### config.mk
export PLATFORM = sky130hd
export DESIGN_NAME = branch_cmp_flat
export DESIGN_NICKNAME = d
export VERILOG_FILES = /design/src/rv_pkg.sv /design/src/exec_if.sv /design/src/branch_cmp.sv /design/src/flat_wrapper.sv
export VERILOG_INCLUDE_DIRS = /design/src
export SDC_FILE = /design/constraint.sdc
export NUM_CORES = 1
export LEC_CHECK = 0
export BUFFER_PORTS_ARGS = -buffer_cell sky130_fd_sc_hd__buf_2
export CAP_MARGIN = 0
export CORE_AREA = 2 2 103 105
export DETAILED_ROUTE_END_ITERATION = 7
export DIE_AREA = 0 0 105 107
export PLACE_DENSITY = 0.51
export SLEW_MARGIN = 30
export SYNTH_ARGS = -nofsm -noshare
export SYNTH_HDL_FRONTEND = slang
export SYNTH_SLANG_ARGS = --single-unit
### constraint.sdc
create_clock -name vclk -period 4.8
set_clock_uncertainty 0.2 [all_clocks]
set_input_delay 0.48 -clock vclk [all_inputs]
set_output_delay 0.48 -clock vclk [all_outputs]
set_load 0.03 [all_outputs]
### src/rv_params.svh
`ifndef RV_PARAMS_SVH
`define RV_PARAMS_SVH

// Address of the first instruction fetched after reset.
`define RV_RESET_PC 64'h0

// Architectural integer registers, x0 included.
`define RV_NUM_REGS 32

`endif

### src/rv_pkg.sv
`include "rv_params.svh"

package rv_pkg;

    typedef logic [63:0] word_t;
    typedef logic [63:0] addr_t;
    typedef logic [31:0] u32;
    typedef logic [$clog2(`RV_NUM_REGS)-1:0] reg_idx_t;

    // Every operation the ALU knows, plus a marker for unknown encodings.
    typedef enum logic [5:0] {
        ADD, SUB, AND, OR, XOR,
        ADDI, XORI, ORI, ANDI,
        ADDW, SUBW, ADDIW,
        LD, LB, LH, LW, LBU, LHU, LWU,
        SD, SB, SH, SW,
        LUI, AUIPC,
        JAL, JALR,
        BEQ, BNE, BLT, BGE, BLTU, BGEU,
        SLL, SRL, SRA,
        SLLI, SRLI, SRAI,
        SLT, SLTI, SLTU, SLTIU,
        SLLW, SRLW, SRAW,
        SLLIW, SRLIW, SRAIW,
        ILLEGAL
    } instruction_type;

    typedef enum logic [1:0] {
        FS_IDLE,
        FS_FETCH,
        FS_EXEC
    } fetch_state_t;

endpackage

### src/exec_if.sv
`timescale 1ns/1ps

interface exec_if
    import rv_pkg::*;
();
    instruction_type op;
    word_t           op1;
    word_t           op2;
    word_t           immed;
    addr_t           pc; // PC of the instruction being executed.

    modport src (
        output op,
        output immed
    );

    modport alu_side (
        input op,
        input op1,
        input op2,
        input immed,
        input pc
    );
endinterface

### src/branch_cmp.sv
`timescale 1ns/1ps

module branch_cmp
    import rv_pkg::*;
(
    exec_if.alu_side ex,
    output logic     taken
);
    always_comb begin
        unique case (ex.op)
            BEQ:  taken = (ex.op1 == ex.op2);
            BNE:  taken = (ex.op1 != ex.op2);
            BLT:  taken = ($signed(ex.op1) < $signed(ex.op2));
            BGE:  taken = ($signed(ex.op1) >= $signed(ex.op2));
            BLTU: taken = (ex.op1 < ex.op2);
            BGEU: taken = (ex.op1 >= ex.op2);

            // Jumps always redirect.
            JAL, JALR: taken = 1'b1;

            default: taken = 1'b0;
        endcase
    end
endmodule

### src/flat_wrapper.sv
// flat-port wrapper written by rule: the top's interface ports become plain ports
module branch_cmp_flat import rv_pkg::*;
  (taken, ex_op, ex_op1, ex_op2, ex_immed, ex_pc);
  exec_if ex_i ();
  output logic taken;
  input wire logic [$bits(ex_i.op)-1:0] ex_op;
  input wire logic [$bits(ex_i.op1)-1:0] ex_op1;
  input wire logic [$bits(ex_i.op2)-1:0] ex_op2;
  input wire logic [$bits(ex_i.immed)-1:0] ex_immed;
  input wire logic [$bits(ex_i.pc)-1:0] ex_pc;
  assign ex_i.op = ex_op;
  assign ex_i.op1 = ex_op1;
  assign ex_i.op2 = ex_op2;
  assign ex_i.immed = ex_immed;
  assign ex_i.pc = ex_pc;
  branch_cmp u_core (.ex(ex_i), .taken(taken));
endmodule
# Yosys cells after proc, flatten, opt, wreduce, memory -nomap -nowiden
# Index checks and enable logic that the tools add are counted.
# totals
register_bits,0
wordCells,16
# classes
magnitude_cmp,4
eq_ne,10
muxes,1
n_reduce_logical,1
# ops
cell,count
>= comparator 64 bit,2
less-than comparator 64 bit,2
== test 64 bit,1
inequality test 64 bit,1
"== test 6 x 5 -> 1 bit, second input constant",7
case mux 1 bit (7 select lines),1
"== test 6 bit, second input constant",1
OR reduction 2 bit,1

# Logic depth before layout (Yosys ltp)
# depth
ltp_word,3
mapped_depth,10
mapped_depth_nobuf,10

# Worst setup path after synthesis
# OpenSTA, ideal clock, no wires.
# synth_path
path_kind,in2out
start,input ex_op2[61]
end,output taken
arrival_ns,2.756
slack_ns,1.364
path_stages,9
cell_sequence,inv_1 -> ha_1 -> a21o_1 -> a21o_1 -> a221oi_1 -> o21ai_1 -> nor4_2 -> nor3_1 -> o32ai_1
# synth_between
elab_chain_cells,2
elab_cells_between_ends,7
cone_classes,order compare: 4; eq/ne: 2; mux: 1
# synth_rtl
item,line_no,source
start: declaration,flat_wrapper.sv:8,input wire logic [$bits(ex_i.op2)-1:0] ex_op2;
">= comparator 64 bit, or another cell as far along",branch_cmp.sv:16,BGEU: taken = (ex.op1 >= ex.op2);
case mux 1 bit (7 select lines) (*),branch_cmp.sv:10,unique case (ex.op)
end: declaration,flat_wrapper.sv:5,output logic taken;
# Mark *: on every way between the ends. The rest lies on a longest branch, timed or not.

# Final worst setup path
# layout_path
start,input ex_op2[30]
end,output taken
# The elaborated chain is that of the path after synthesis.

==> metrics.csv <==
stage;metric;value;unit
clocking;hold_buf cts;0;
setup_path;crit path cell chain;buf_2, inv_1, ha_1, nand4_1, nor4_1, nand4_1, a31oi_1, nor4_2, and3_1, o21a_1, o32ai_1, buf_2;
routing;post-route DRC violation count;0;
global_routing;grt total ovfl;0;
cells_and_area;CLK BUF;0;
cells_and_area;flip-flop and latch count;0;
sta;setup TNS;0;ps
cells_and_area;most common cell after layout, fill and taps aside;buf_2;
sta;final setup violation count;0;
cells_and_area;Filler cells;1163;
cells_and_area;Post-Layout Cell Count;524;
floorplan;row count;37;
clocking;PostCTS Resize Cnt;0;
sta;Rel. slew slack;63.2;%
routing;DR vias;2107;
synth;Syn Nets;579;
pwr;P_leak;0.00163;uW
routing;Detail Route Antenna Nets;0;
status;status;finished, final reports clean;
synth;sequential area share after synthesis;0;%
setup_path;Critical Path AT;2920;ps
setup_path;crit end category;primary output;
pwr;worst vdd ir;0.0000206;V
sta;final hold vios;0;
synth;Synth top area share;45.6;%
synth;Mapped Avg Cell Area;6.94;um^2
run;Max Cap Viol;0;
sta;slack of the critical path;1200;ps
setup_path;CP peak stage delay;480;ps
placed_design;Placement Setup Slack;1110;ps
cells_and_area;Final #Nets;716;
placed_design;IO Port Bufs;135;
global_routing;GRT Overall Usage;8.76;%
cells_and_area;Layout area overhead;48.2;%
clocking;setup repair bufs after CTS;0;
global_routing;initial antenna violation count;0;
cells_and_area;most frequent cells in the layout;buf_2 (135), inv_1 (70), ha_1 (64);
setup_path;Critical Path Fanout Max;5;
cells_and_area;ANT cells;0;
sta;unrepaired setup endpoints after global routing;false;
routing;First DRT Iteration DRCs;76;
floorplan;Die Width;105;um
pwr;PD cells;69.9;nW/um^2
setup_path;Crit-path slowest cell;nor4_1;
sta;slew of the pin with the lowest slew margin;547;ps
routing;vias per inst;4.02;
sta;period utilization;75.0;%
sta;Min Clock Period, post-route;3600;ps
cells_and_area;area of the multi-input gates;1490;um^2
synth;Synth warnings;0;
sta;Peak Freq;0.278;GHz
synth;top cells by area, synth;ha_1 (46%), inv_1 (15%), a21oi_1 (8.0%);
placed_design;Final Wtd Congestion;0.731;
synth;cell taking the most area after synthesis;ha_1;
setup_path;CP Launch Type;input port;
setup_path;critical path class;input port to primary output;
cells_and_area;fraction of layout cells with a size suffix above 1;35.8;%
placed_design;DP HPWL;4.86;mm
synth;Yosys cell types;31;
global_routing;first-pass GRT wire length;8.67;mm
cells_and_area;utilization after layout;25.8;%
routing;DRT Pass-1 Iters;3;
hold_path;path type of the worst min-delay path;input port to primary output;
floorplan;die height;107;um
floorplan;area of the die;11200;um^2
setup_path;critical path data required time;4120;ps
global_routing;vias in the first global route;2127;
synth;Synth Cell Area;1760;um^2
routing;final wirelength;5.01;mm
global_routing;pin count of the biggest net entering global routing;8;
floorplan;# IOs;263;
sta;max-slew violation count;0;
placed_design;Placed Instances;524;
routing;WL/cell;9.55;um
synth;Syn Inst Count;253;
floorplan;core area;10100;um^2
cells_and_area;Reg area;0;um^2
floorplan;Initial Util;17.4;%
cell type report:
cell class                 instances  share of cell area [%]
inverter                          70                    10.1
multi-input combinational        183                    57.4
tap                              136                    6.54
timing repair buffer             135                    26.0
worst paths after layout:
kind / startpoint / to / cells past startpoint
setup / recovery: ex_op2[30] / taken / 12
hold / removal: ex_op[2] / taken / 4
Yosys cell counts (all sizes together) (2+ instances only):
cell type / instances
ha: 64
a21o: 2
nand4: 14
a221oi: 5
a21oi: 28
o21ai: 10
nor2: 5
nand2: 20
nor3: 4
nor4: 6
and3: 2
inv: 70
nand3: 8
o21a: 2
worst max-delay path: cells and delay by family:
family / cells / cell delay (ps)
AND/OR/NAND/NOR: 5 / 1190
buffers and inverters: 3 / 380
adder cells (fa/ha/maj): 1 / 310
AO/OA/AOI/OAI: 3 / 580
cells by family (layout without fill, tap and decap cells):
| family | Yosys count | count (layout) | share of synthesized area (%) |
|---|---|---|---|
| adder cells (fa/ha/maj) | 64 | 64 | 45.6 |
| AND/OR/NAND/NOR | 63 | 63 | 20.2 |
| AO/OA/AOI/OAI | 56 | 56 | 19.2 |
| buffers and inverters | 70 | 205 | 15.0 |
layer usage:
metal,vias to the layer above,GRT usage [%],wire (um)
met2,69,17.5,2480
met5,-,0,0
met1,877,10.5,2160
met3,0,1.09,366
li1,1161,-,-
met4,0,0,0
stage by stage:
| step | cell area [um^2] | power (uW) | hold slack [ps] |
|---|---|---|---|
| after floorplan | 1760 | 104 | 1050 |
| after global placement | 2600 | 181 | 1230 |
| after detailed placement | 2600 | 185 | 1230 |
| after CTS | 2600 | 186 | 1230 |
| after global routing | 2600 | 217 | 1260 |
| final | 2600 | 182 | 1220 |
power by group:
part	switching, uW	total, uW	internal, uW
registers	0	0	0
logic	87.0	182	94.8
clock network	0	0	0
total	87.0	182	94.8
Note: power is estimated with default switching activity, not from simulation.
