$ cat config.mk
export PLATFORM = sky130hd
export DESIGN_NAME = fetch_ctrl
export DESIGN_NICKNAME = d
export VERILOG_FILES = /design/src/rv_pkg.sv /design/src/fetch_ctrl.sv
export VERILOG_INCLUDE_DIRS = /design/src
export SDC_FILE = /design/constraint.sdc
export NUM_CORES = 1
export LEC_CHECK = 0
export ABC_AREA = 1
export BUFFER_PORTS_ARGS = -buffer_cell sky130_fd_sc_hd__clkbuf_2
export CAP_MARGIN = 0
export CORE_UTILIZATION = 39
export DETAILED_ROUTE_END_ITERATION = 10
export PLACE_DENSITY = 0.65
export RECOVER_POWER = 50
export REMOVE_ABC_BUFFERS = 1
export SYNTH_ARGS = -nofsm -noshare
export SYNTH_HDL_FRONTEND = slang
export SYNTH_SLANG_ARGS = --single-unit
$ cat constraint.sdc
create_clock -name clk -period 3.94 [get_ports clk]
set_clock_uncertainty 0.2 [all_clocks]
set_input_delay 0.394 -clock clk [delete_from_list [all_inputs] [get_ports clk]]
set_output_delay 0.394 -clock clk [all_outputs]
set_load 0.02 [all_outputs]
$ cat src/rv_params.svh
`ifndef RV_PARAMS_SVH
`define RV_PARAMS_SVH

// Address of the first instruction fetched after reset.
`define RV_RESET_PC 64'h0

// Architectural integer registers, x0 included.
`define RV_NUM_REGS 32

`endif

$ cat src/rv_pkg.sv
`include "rv_params.svh"

package rv_pkg;

    typedef logic [63:0] word_t;
    typedef logic [63:0] addr_t;
    typedef logic [31:0] u32;
    typedef logic [$clog2(`RV_NUM_REGS)-1:0] reg_idx_t;

    // Every operation the ALU knows, plus a marker for unknown encodings.
    typedef enum logic [5:0] {
        ADD, SUB, AND, OR, XOR,
        ADDI, XORI, ORI, ANDI,
        ADDW, SUBW, ADDIW,
        LD, LB, LH, LW, LBU, LHU, LWU,
        SD, SB, SH, SW,
        LUI, AUIPC,
        JAL, JALR,
        BEQ, BNE, BLT, BGE, BLTU, BGEU,
        SLL, SRL, SRA,
        SLLI, SRLI, SRAI,
        SLT, SLTI, SLTU, SLTIU,
        SLLW, SRLW, SRAW,
        SLLIW, SRLIW, SRAIW,
        ILLEGAL
    } instruction_type;

    typedef enum logic [1:0] {
        FS_IDLE,
        FS_FETCH,
        FS_EXEC
    } fetch_state_t;

endpackage

$ cat src/fetch_ctrl.sv
`timescale 1ns/1ps
`include "rv_params.svh"

module fetch_ctrl
    import rv_pkg::*;
(
    input  logic            clk,
    input  logic            arst_n,
    output logic            wb_cyc,
    output logic            wb_stb,
    output addr_t           wb_adr,
    input  u32              wb_dat,
    input  logic            wb_ack,
    output u32              instr,
    output addr_t           pc,
    output logic            exec,
    input  logic            taken,
    input  addr_t           new_pc,
    input  instruction_type op
);
    fetch_state_t state;
    fetch_state_t state_nxt;
    addr_t        pc_nxt;

    always_comb begin
        state_nxt = state;
        unique case (state)
            FS_IDLE:  state_nxt = FS_FETCH;
            FS_FETCH: if (wb_ack) state_nxt = FS_EXEC; // Hold the request until acked.
            FS_EXEC:  state_nxt = FS_FETCH;
            default:  state_nxt = FS_IDLE;
        endcase
    end

    always_comb begin
        pc_nxt = pc + 64'd4;
        if (taken) begin
            pc_nxt = new_pc;
            if (op == JALR) pc_nxt[0] = 1'b0;
        end
    end

    always_ff @(posedge clk or negedge arst_n) begin
        if (!arst_n) begin
            state <= FS_IDLE;
            pc    <= `RV_RESET_PC;
            instr <= '0;
        end else begin
            state <= state_nxt;
            if (state == FS_FETCH && wb_ack) instr <= wb_dat;
            if (state == FS_EXEC) pc <= pc_nxt; // Same edge as the register write.
        end
    end

    assign wb_cyc = (state == FS_FETCH);
    assign wb_stb = (state == FS_FETCH);
    assign wb_adr = pc;
    assign exec   = (state == FS_EXEC);

    a_stb_in_cyc: assert property (@(posedge clk) disable iff (!arst_n)
        wb_stb |-> wb_cyc);

    // The slave may stall for any number of cycles without seeing the request change.
    a_adr_stable: assert property (@(posedge clk) disable iff (!arst_n)
        wb_stb && !wb_ack |=> wb_stb && $stable(wb_adr));

    a_exec_single: assert property (@(posedge clk) disable iff (!arst_n)
        exec |=> !exec);
endmodule

# --- After elaboration in Yosys (flattened, before gate mapping) ---
# Index checks and enable logic that the tools add are counted.
word_totals:
  register_bits: 98
  inputBits: 106
  wordCells: 15
classes:
  n_addsub: 1
  n_eq_ne: 4
  n_mux: 4
  n_reduce_logical: 3
op_table:
  columns: ["cell", "count"]
  rows:
  - ["64-bit by 3-bit adder with 64-bit output (second input constant)", 1]
  - ["64-bit 2-to-1 mux", 1]
  - ["6-bit by 5-bit equality test with 1-bit output (second input constant)", 1]
  - ["2-bit case mux with 2 select lines", 1]
  - ["2-bit by 1-bit equality test with 1-bit output (second input constant)", 1]
  - ["2-bit equality test (second input constant)", 1]
  - ["2-bit logical NOT", 1]
  - ["2-bit 2-to-1 mux", 1]
  - ["2-bit by 1-bit inequality test with 1-bit output (second input constant)", 1]
  - ["2-bit OR reduction", 1]
  - ["1-bit logical AND", 1]
  - ["1-bit 2-to-1 mux", 1]

# --- Depth between registers and ports, before layout ---
depth:
  depth_word: 3
  ltp_mapped: 11
  mapped_depth_nobuf: 11

# --- Worst setup path before layout ---
# No wires, ideal clock.
synth_timing:
  path_type: "register to register"
  startpoint: "reg pc[3]"
  endpoint: "reg pc[36]"
  arrival_time_ns: 1.688
  required_time_ns: 3.623
  setup_slack_ns: 1.935
  stages_incl_launch_ff: 11
  n_path_buf: 0
  period_less_slack_ns: 2.005
  path_cell_list: "dfrtp_1 > ha_1 > inv_1 > nor2_4 > nand3_2 > nor3_2 > nand2_1 > nand2_1 > nand3_1 > nand2_1 > nand2_1"
synth_via:
  elab_chain_cells: 2
synth_lines:
  columns: ["element", "line_no", "rtl"]
  rows:
  - ["from (decl)", "fetch_ctrl.sv:15", "output addr_t pc,"]
  - ["from (signal assigned)", "fetch_ctrl.sv:46", "pc <= `RV_RESET_PC;"]
  - ["from (signal assigned)", "fetch_ctrl.sv:51", "if (state == FS_EXEC) pc <= pc_nxt;"]
  - ["64-bit by 3-bit adder with 64-bit output", "fetch_ctrl.sv:36", "pc_nxt = pc + 64'd4;"]
  - ["64-bit 2-to-1 mux", "fetch_ctrl.sv:37", "if (taken) begin"]
# No other way between the ends.
# A chain may end at the register's enable or synchronous reset.

# --- Worst setup path in the final report ---
layout_timing:
  startpoint: "reg state[0]"
  endpoint: "out exec"
layout_via:
  elab_chain_cells: 1
layout_lines:
  columns: ["element", "line_no", "rtl"]
  rows:
  - ["from (decl)", "fetch_ctrl.sv:21", "fetch_state_t state;"]
  - ["from (signal assigned)", "fetch_ctrl.sv:49", "state <= state_nxt;"]
  - ["2-bit equality test", "fetch_ctrl.sv:58", "assign exec = (state == FS_EXEC);"]
  - ["to (decl)", "fetch_ctrl.sv:16", "output logic exec,"]
# No other way between the ends.

==> run_results.csv <==
group,metric,value,unit
run_status,outcome,"finished, violations left",
run_status,violations,"capacitance limit, slew limit",
critical_path,crit_chain,"inv_1 -> nand2_2 -> inv_1 -> buf_4 -> clkbuf_2",
final_layout,fin_cells,1550,
floorplanning,boundaryPins,269,
grt,track_usage,0.267,
critical_path,crit_path_start_kind,"flip-flop",
placement,place_congestion,0.991,
pwr,p_int,0.00275,W
job,cap_violations,1,
placement,numPlacedInstances,1533,
synthesis,ys_ff_latch,98,
grt,grt_max_degree,65,
pwr,vdd.ir_drop.worst,331,µV
worst_hold_path,hold_path_depth,3,
floorplanning,rows,48,
timing,whs,15.7,ps
placement,portBuffers,268,
clocking,cts_made_buffers,9,
final_layout,area_growth,17.8,%
timing,relSlewSlack,-0.134,
route,vias,7732,
pwr,pwr-share-comb,0.482,
timing,finalSetupViolCount,0,
critical_path,cp_max_fo,50,
synthesis,synth_cell_type_count,36,
timing,drv_slew,65,
clocking,path_clk_slew,80,ps
clocking,tritoncts,"yes",
synthesis,syn-instance-count,1127,
floorplanning,core_area,17500,µm²
floorplanning,initial_core_util,0.405,
floorplanning,dieHeight,137,µm
pwr,power_switching,0.00329,W
route,drc,0,
critical_path,path_common_cell,"inv_1",
final_layout,layout.nets,1427,
placement,hpwl,18700,µm
critical_path,critPathMaxStageDelay,480,ps
synthesis,async_flop_share,1.00,
synthesis,synth_enable_flop_cells,0,
placement,postPlaceCellArea,8180,µm²
worst_hold_path,hold_class,"in -> reg",
timing,min_period,2690,ps
clocking,insertion_delay,360,ps
final_layout,layout_common_cells,"nand2_1 (435), nor2_1 (159), clkbuf_2 (153)",
timing,fin_tns_setup,0,ps
critical_path,critPathCaptureType,"output port",
grt,antenna_found_initial,0,
grt,grt_pass1_vias,7118,
critical_path,arrival,2090,ps
synthesis,yosysWarnings,0,
synthesis,yosysSeqAreaShare,0.345,
route,wl_per_cell,15.7,µm
pwr,p_leak,4.34,nW
final_layout,final_common_cell,"nand2_1",
grt,overflow,0,
timing,rsz0062_at_grt,"no",
synthesis,synth_area_per_cell,6.30,µm²
grt,grt_pass1_wl,37600,µm
synthesis,syn_area,7100,µm²
pwr,power.density,723,nW/µm²
clocking,cts_max_level,3,
critical_path,reg2reg_depth,7,
route,viasPerCell,4.99,
critical_path,crit_slowest_cell,"buf_4",
clocking,cts_root_buffer,"clkbuf_16",
synthesis,ys.flop_type,"dfrtp_1",
pwr,clkPwrFrac,0.160,
timing,max_freq,372,MHz
final_layout,diodes,0,
timing,finalHoldViolCount,0,
timing,fin_crit_sh,0.682,
route,antenna_left,0,
pwr,swShare,0.544,
route,drt_pass1_iterations,5,
clocking,clockBufferDepth,2,
pwr,seqPwrFrac,0.357,
critical_path,crit_required,3350,ps
route,drtIter0Drc,579,
clocking,clock-sinks,98,
floorplanning,die_w,137,µm
timing,worst_pin_slew,1700,ps
final_layout,fin_area,8360,µm²
final_layout,layout-drive-gt1-share,0.159,
route,routed_wl,24300,µm
critical_path,crit_type,"reg -> out",
floorplanning,fp.dieArea,18700,µm²
## final timing paths
check	start	to	slack, ps
worst min register to register	state[0]	state[0]	270
max in group asynchronous	arst_n	instr[26]	1450
worst min-delay path	wb_dat[28]	instr[28]	20
min in group asynchronous	arst_n	pc[7]	820
worst max-delay path	state[0]	exec	1250
worst max register to register	state[0]	pc[6]	1630
## synthesized netlist by cell type, types with 2 or more instances
cell	number	area share
a311oi_1	2	0.0025
a31oi_1	4	0.0035
buf_4	65	0.069
a21oi_1	15	0.011
nand2_1	436	0.23
nor3_1	8	0.0056
dfrtp_1	98	0.35
nor2_2	8	0.0071
o311ai_0	2	0.0025
clkbuf_1	17	0.0090
nor2_8	2	0.0056
nor2_1	160	0.085
nand3_1	83	0.059
o21bai_1	5	0.0053
buf_1	7	0.0037
o22ai_1	4	0.0035
inv_1	114	0.060
nor2_4	7	0.011
o21ai_0	25	0.018
nand3_2	3	0.0042
nand4_1	22	0.019
o21ai_1	6	0.0042
buf_2	5	0.0035
nand2_2	6	0.0053
o211ai_1	5	0.0053
a211oi_1	4	0.0042
xnor2_1	2	0.0025
nand2_4	4	0.0063
## state kept, by name (all words and copies together), names as in the netlist
signal	count
state	2
instr	32
pc	64
## critical path, delay by kind of cell (launching register included)
kind / cells / cell delay [ps]
buffers and inverters: 4 / 980
and+or+nand+nor: 1 / 360
DFF: 1 / 380
## metal layers
metal	up-vias	share of wire	global-route usage
met5	-	0	0
met4	0	0.027	0.0928
met3	39	0.077	0.0478
met2	361	0.46	0.439
met1	3488	0.43	0.351
li1	3844	-	-
## logic make-up after synthesis
family                     synth area share
xor gates and xnor gates            0.00247
and+or+nand+nor                       0.442
AOI/OAI and AO/OA                    0.0629
DFF                                   0.345
adders and majority gates           0.00176
buffers and inverters                 0.146
## power groups by stage
stage / combinational (W) / sequential [W] / clock, W
floorplan: 0.00107 / 0.00283 / 0
global placement: 0.00301 / 0.00216 / 0
detailed placement: 0.00303 / 0.00217 / 0
CTS: 0.00304 / 0.00215 / 0.000985
global route: 0.00323 / 0.00223 / 0.00103
finish: 0.00291 / 0.00216 / 0.000969
## layout make-up
class	count	area, µm²
clock buffer	9	225
tap	225	282
sequential	98	2450
fill	1891	9180
multi-input combinational	820	3620
timing repair buffer	276	1260
inverter	115	432
clock inverter	7	91.3
## timing repair
action	CTS	global route
gates resized for setup	0	0
buffers inserted	0	0
hold buffers	1	0
endpoints found under the hold margin	63	0
## stage by stage
stage	setup WS, ps	util	total power (W)
2_1_floorplan	579	-	0.00390
3_3_place_gp	1650	0.466	0.00517
6_report	1250	0.477	0.00604
3_5_place_dp	1630	0.466	0.00520
4_1_cts	1220	0.485	0.00618
5_1_grt	1100	0.477	0.00650
Note: power is estimated with default switching activity, not from simulation.
