==> config.mk <==
export PLATFORM = sky130hd
export DESIGN_NAME = regfile
export DESIGN_NICKNAME = d
export VERILOG_FILES = /design/src/rv_pkg.sv /design/src/regfile.sv
export VERILOG_INCLUDE_DIRS = /design/src
export SDC_FILE = /design/constraint.sdc
export NUM_CORES = 2
export LEC_CHECK = 0
export ABC_AREA = 0
export BUFFER_PORTS_ARGS = -buffer_cell sky130_fd_sc_hd__buf_4
export CORE_MARGIN = 4
export CORE_UTILIZATION = 58
export DETAILED_ROUTE_END_ITERATION = 8
export PLACE_DENSITY = 0.86
export SLEW_MARGIN = 15
export SYNTH_ARGS = -nofsm -noshare
export SYNTH_HDL_FRONTEND = slang
export SYNTH_SLANG_ARGS = --single-unit
==> constraint.sdc <==
create_clock -name clk -period 2.03 [get_ports clk]
set_input_delay 0.203 -clock clk [delete_from_list [all_inputs] [get_ports clk]]
set_output_delay 0.203 -clock clk [all_outputs]
set_load 0.02 [all_outputs]
==> src/rv_params.svh <==
`ifndef RV_PARAMS_SVH
`define RV_PARAMS_SVH

// Address of the first instruction fetched after reset.
`define RV_RESET_PC 64'h0

// Architectural integer registers, x0 included.
`define RV_NUM_REGS 32

`endif

==> src/rv_pkg.sv <==
`include "rv_params.svh"

package rv_pkg;

    typedef logic [63:0] word_t;
    typedef logic [63:0] addr_t;
    typedef logic [31:0] u32;
    typedef logic [$clog2(`RV_NUM_REGS)-1:0] reg_idx_t;

    // Every operation the ALU knows, plus a marker for unknown encodings.
    typedef enum logic [5:0] {
        ADD, SUB, AND, OR, XOR,
        ADDI, XORI, ORI, ANDI,
        ADDW, SUBW, ADDIW,
        LD, LB, LH, LW, LBU, LHU, LWU,
        SD, SB, SH, SW,
        LUI, AUIPC,
        JAL, JALR,
        BEQ, BNE, BLT, BGE, BLTU, BGEU,
        SLL, SRL, SRA,
        SLLI, SRLI, SRAI,
        SLT, SLTI, SLTU, SLTIU,
        SLLW, SRLW, SRAW,
        SLLIW, SRLIW, SRAIW,
        ILLEGAL
    } instruction_type;

    typedef enum logic [1:0] {
        FS_IDLE,
        FS_FETCH,
        FS_EXEC
    } fetch_state_t;

endpackage

==> src/regfile.sv <==
`timescale 1ns/1ps
`include "rv_params.svh"

module regfile
    import rv_pkg::*;
(
    input  logic     clk,
    input  logic     arst_n,
    input  reg_idx_t rs1,
    input  reg_idx_t rs2,
    output word_t    rdata1,
    output word_t    rdata2,
    input  reg_idx_t rd,
    input  logic     we,
    input  word_t    wdata
);
    word_t regs [`RV_NUM_REGS];

    always_ff @(posedge clk or negedge arst_n) begin
        if (!arst_n) begin
            for (int i = 0; i < `RV_NUM_REGS; i++) begin
                regs[i] <= '0;
            end
        end else if (we && rd != '0) begin
            regs[rd] <= wdata;
        end
    end

    // Reads are combinational. A write shows up after the next edge.
    assign rdata1 = (rs1 == '0) ? '0 : regs[rs1];
    assign rdata2 = (rs2 == '0) ? '0 : regs[rs2];
endmodule

# Word-level counts from Yosys, hierarchy flattened
# Index checks and enable logic that the tools add are counted.
# op_classes
magnitude_cmp	4
mux	11
n_bitwise	3
n_reduce_logical	5
# ops
operator	count
2048-bit bitwise mux	1
64-bit binary-select mux with 5-bit select	2
64-bit 2-to-1 mux	7
64-bit demux with 5-bit select	1
6-bit >= comparator (second input constant)	3
5-bit NOT with 6-bit output	3
5-bit zero test	2
6-bit by 1-bit < comparator with 1-bit output (second input constant)	1
5-bit nonzero test	1
1-bit logical AND	2
# totals
reg_bits	2048
inputBits	82
output_inout_bits	128
word_cells	55

# Logic depth before layout (Yosys ltp)
# logic_depth
ltp_word	6
ltp_mapped	10
ltp_nobuf	4

# Worst setup path after synthesis
# No wires, ideal clock.
# synth_path
kind	input to output
start	input port rs2[1]
end	output port rdata2[39]
arrival_time_ns	2.403
required_time_ns	1.827
setup_slack_ns	-0.576
cell_stages	7
n_path_buf	3
cell_sequence	buf_4 buf_2 or2_2 clkbuf_1 o22ai_1 nor4_1 a2111oi_0
# synth_between
elab_chain_len	5
elab_cells_between_ends	6
classes_between	4 x mux; 1 x bitwise; 1 x reduce/logical
# synth_rtl
element	line_no	source
from (decl)	regfile.sv:10	input reg_idx_t rs2,
5-bit NOT with 6-bit output (implied by the code)	regfile.sv:31	assign rdata2 = (rs2 == '0) ? '0 : regs[rs2];
64-bit binary-select mux with 5-bit select	regfile.sv:31	
64-bit 2-to-1 mux (implied by the code) (2 in series)	regfile.sv:31	
64-bit 2-to-1 mux (*)	regfile.sv:31	
to (decl)	regfile.sv:12	output word_t rdata2,
# Mark *: on every way between the ends. The rest lies on a longest branch, timed or not. The select of a mux whose other input is x is not followed.

# Worst setup path in the final report
# layout_path
start	register regs[1930] (netlist bit)
end	output port rdata1[10]
# layout_between
elab_chain_len	4
# layout_rtl
element	line_no	source
from (decl)	regfile.sv:17	word_t regs [`RV_NUM_REGS];
from (signal, indexed assignment)	regfile.sv:25	regs[rd] <= wdata;
64-bit binary-select mux with 5-bit select	regfile.sv:30	assign rdata1 = (rs1 == '0) ? '0 : regs[rs1];
64-bit 2-to-1 mux (implied by the code) (2 in series)	regfile.sv:30	
64-bit 2-to-1 mux	regfile.sv:30	
to (decl)	regfile.sv:11	output word_t rdata1,
# No other way between the ends. The select of a mux whose other input is x is not followed.

==> metrics.log <==
[metrics] drc violations: 0
[metrics] router iterations before antenna repair: 5
[metrics] most used flip-flop cell after synthesis: sky130_fd_sc_hd__dfrtp_1
[metrics] most area-consuming cells after synthesis: sky130_fd_sc_hd__dfrtp_1, sky130_fd_sc_hd__mux2_2, sky130_fd_sc_hd__mux4_2
[metrics] RSZ-0062 raised after global routing: yes
[metrics] Slew Viols, Final: 0
[metrics] vertical die dimension: around 440 um
[metrics] Rel. slew slack: about 32%
[metrics] TritonCTS clock tree: built
[metrics] routed vias: between 70000 and 80000
[metrics] first-pass GRT wire length: ~520000 um
[metrics] endpoint required time on the critical path: roughly 1.8 ns
[metrics] number of storage elements in the synthesis netlist: around 2000
[metrics] number of buffers on the longest clock path: 3
[metrics] average cell area after synthesis: roughly 16 um2
[metrics] Clk Latency, worst-skew pair: 0.88 ns
[metrics] largest fanout on the critical path: 2
[metrics] critical path launch point type: register
[metrics] average wire per standard cell: about 35 um
[metrics] LEAKAGE: about 57 nW
[metrics] Die W: around 440 um
[metrics] start point of the critical path: regs[1930]
[metrics] Via-to-Cell Ratio: approximately 7.3
[metrics] register ranked first by flip-flop count: regs
[metrics] Syn Inst Count: about 7000
[metrics] Initial Util: about three fifths
[metrics] Final Core Density: 70.2%
[metrics] Largest register FFs: 2048
[metrics] standard-cell row count: 158
[metrics] final cell count without fillers: around 10000
[metrics] Met1 Routed Length: ~120000 um
[metrics] number of nets in the finished design: about 7600
[metrics] arrival time at the worst endpoint: 2.79 ns
[metrics] Detail Route met2 WL: between 150000 and 200000 um
[metrics] final weighted congestion in routability-driven placement: around 0.91
[metrics] violated checks: negative setup slack
[metrics] Clock Skew: 0 ns
[metrics] fraction of the yosys area taken by sequential cells: about 47%
[metrics] power density of the placed cells: 972 nW/um2
[metrics] start-to-end type of the worst setup path: reg2out
[metrics] layout cells sized above 1: ~61%
[metrics] initial antenna violation count: 15
[metrics] Final min period: ~3.0 ns
[metrics] type of the tightest min-delay check: in2async
[metrics] status: finished, violations left
[metrics] number of DRC markers after the initial detailed-route iteration: about 9400
[metrics] Max-cap violations: 0
[metrics] core outline area: roughly 190000 um2
[metrics] maximum achievable frequency: around 330 MHz
[metrics] maximum resistive drop on vdd: 881 uV
[metrics] layout-stage area growth over the synthesis result: 20.2%
[metrics] Boundary Pins: 210
[metrics] htree depth: 4
[metrics] worst reg2reg path startpoint: regs[1536]
[metrics] final global-route overflow total: 0
[metrics] pin count of the biggest net entering global routing: 130
[metrics] top layer used by detailed routing: met5
[metrics] count of yosys warnings during synthesis: 0
[metrics] final number of hold-violating endpoints: 0
[metrics] Final ANT Viol Nets: 0
[metrics] count of buffers inserted at the top-level ports: 209
[metrics] area of the die: around 190000 um2
[metrics] actual transition at the worst max-transition pin: about 1.0 ns
[metrics] crit end category: output pin
[metrics] registers with the most flip-flops: regs: 2048 flops
[metrics] clock sink total: just over 2000
[metrics] clock slew seen by the registers of the worst setup and hold paths: 0.07 ns
[metrics] post-synth top area cell: sky130_fd_sc_hd__dfrtp_1
[metrics] endpoint of the worst-slack reg-to-reg timing path: regs[1536]
[metrics] number of buffers inserted during clock tree synthesis: 207
[metrics] Post-synth EDFFs: 0
[metrics] area of the mapped netlist: 108000 um2
[metrics] final clock period utilization by the worst path: 147%
[metrics] fraction of post-synthesis cell area in the top cell type by area: 47.3%
[metrics] register-to-register path setup slack: about 0.87 ns
[metrics] total nets after synthesis: 7045
[metrics] Worst Reg-to-Reg Cells: 4
[metrics] Detail Placement HPWL: ~220000 um
[metrics] via count of the first global-routing pass: 78700
[metrics] Total Routing Usage GR: between 30% and 40%
[metrics] metal3 WL: slightly below 40000 um
[metrics] number of different library cells in the post-synthesis netlist: 48
[metrics] Final Worst Setup Slack: -0.962 ns
[metrics] Final setup viols: about 130
[metrics] Cell Count Post-Placement: between 9000 and 10000
[metrics] clock tree root driver cell: sky130_fd_sc_hd__clkbuf_16
[metrics] asr flop ratio synth: 100%
[metrics] total length of routed wires: 358000 um
Yosys cell counts (all sizes together), types with 11 or more instances:
cell type / instances
buf: 373
mux4: 968
mux2i: 520
a22o: 11
a31o: 13
nor4: 13
a22oi: 26
dfrtp: 2048
nand2: 40
a21oi: 13
nor3: 21
nor2b: 39
nor2: 31
a211oi: 14
o22ai: 182
o221ai: 12
clkbuf: 434
mux2: 2022
or2: 74
a211o: 13
o22a: 17
nand2b: 14
worst max-delay path by stage:
stage / end / slack (ns) / cells after the start
floorplan: rdata2[53] / -0.07 / 7
global placement: rdata1[39] / -0.55 / 9
detailed placement: rdata1[39] / -0.64 / 9
CTS: rdata1[52] / -0.95 / 4
global route: rdata2[24] / -0.97 / 5
finish: rdata1[10] / -0.96 / 5
area by class of cell:
| class | instances | area [um2] |
|---|---|---|
| Multi-Input combinational cell | 4108 | 55400 |
| Fill cell | 10700 | 55300 |
| Sequential cell | 2048 | 51200 |
| Timing Repair Buffer | 1185 | 13300 |
| Clock buffer | 301 | 6110 |
| Tap cell | 2480 | 3100 |
| Clock inverter | 70 | 1120 |
| Antenna cell | 12 | 30.0 |
metal layers:
metal / GRT usage (%) / vias to the layer above
li1: - / 28100
met1: 46.0 / 39100
met2: 55.3 / 5564
met3: 10.1 / 1712
met4: 26.2 / 6
met5: 0 / -
where the power goes:
part	internal (W)	total [W]	switching [W]	leakage [nW]
clock network	0.0235	0.0409	0.0174	3.56
registers	0.0486	0.0551	0.00649	26.3
logic	0.0183	0.0307	0.0124	27.6
total	0.0904	0.127	0.0363	57.4
cells by family (layout without fill, tap and decap cells):
group,after synthesis,count (layout),share of synthesized area [%]
flip-flops,2048,2048,47.3
buffers and inverters,807,1556,3.28
other,0,12,0
multiplexers,3510,3510,45.9
AO/OA/AOI/OAI,328,328,2.14
AND/OR/NAND/NOR,270,270,1.41
cells in the final DEF (no fill, tap or decap), types with 9 or more instances in the layout:
master,netlist,layout
sky130_fd_sc_hd__dfrtp_1,2048,2048
sky130_fd_sc_hd__mux2_2,2008,1991
sky130_fd_sc_hd__mux4_2,968,968
sky130_fd_sc_hd__buf_4,26,677
sky130_fd_sc_hd__mux2i_1,520,458
sky130_fd_sc_hd__buf_12,0,293
sky130_fd_sc_hd__clkbuf_16,0,208
sky130_fd_sc_hd__o22ai_1,182,151
sky130_fd_sc_hd__buf_6,10,136
sky130_fd_sc_hd__dlygate4sd3_1,0,69
sky130_fd_sc_hd__clkbuf_8,0,57
sky130_fd_sc_hd__mux2i_2,0,50
sky130_fd_sc_hd__or2_1,71,40
sky130_fd_sc_hd__clkbuf_1,434,37
sky130_fd_sc_hd__o22ai_2,0,31
sky130_fd_sc_hd__or2_4,0,31
sky130_fd_sc_hd__clkinv_2,0,31
sky130_fd_sc_hd__nor2b_1,39,26
sky130_fd_sc_hd__a22oi_1,26,26
sky130_fd_sc_hd__nand2_1,40,24
sky130_fd_sc_hd__bufinv_16,0,20
sky130_fd_sc_hd__nor2_1,30,18
sky130_fd_sc_hd__mux2_4,0,17
sky130_fd_sc_hd__nand2_4,0,16
sky130_fd_sc_hd__nor3_1,17,16
sky130_fd_sc_hd__o22a_1,17,16
sky130_fd_sc_hd__mux2_1,14,14
sky130_fd_sc_hd__a21oi_1,13,13
sky130_fd_sc_hd__a211o_1,13,13
sky130_fd_sc_hd__diode_2,0,12
sky130_fd_sc_hd__mux2i_4,0,12
sky130_fd_sc_hd__a31o_4,0,12
sky130_fd_sc_hd__nor2_4,0,12
sky130_fd_sc_hd__nor2b_4,0,11
sky130_fd_sc_hd__a22o_1,11,10
sky130_fd_sc_hd__nand2b_1,14,9
sky130_fd_sc_hd__nor4_4,1,9
stage by stage:
stage	hold WS [ns]	TNS, ns	setup slack (ns)	power, W	cell area [um2]
finish	0.109	-91.98	-0.962	0.127	130000
global route	0.114	-97.48	-0.971	0.131	130000
global placement	0.0844	-51.96	-0.551	0.0806	120000
CTS	0.0702	-94.96	-0.953	0.125	130000
detailed placement	0.0867	-77.18	-0.641	0.0826	120000
floorplan	-0.0926	-4.08	-0.0737	0.0725	109000
worst max-delay path, stage by stage, from the launching register on:
cell and delay (ns):
sky130_fd_sc_hd__dfrtp_1 0.40, sky130_fd_sc_hd__mux2_4 0.32, sky130_fd_sc_hd__a22o_4 0.25, sky130_fd_sc_hd__mux4_2 0.48, sky130_fd_sc_hd__mux2_4 0.30, sky130_fd_sc_hd__buf_6 0.14
repair_timing:
item | 4_1_cts | 5_1_grt
endpoints found under the hold margin | 4005 | 0
resized for setup | 275 | 86
pin swaps | 174 | 99
setup endpoints to repair | 128 | 128
setup buffers | 87 | 35
hold buffers | 69 | 0
cloned | 0 | 0
No activity file was read; power rests on OpenSTA's default activity.
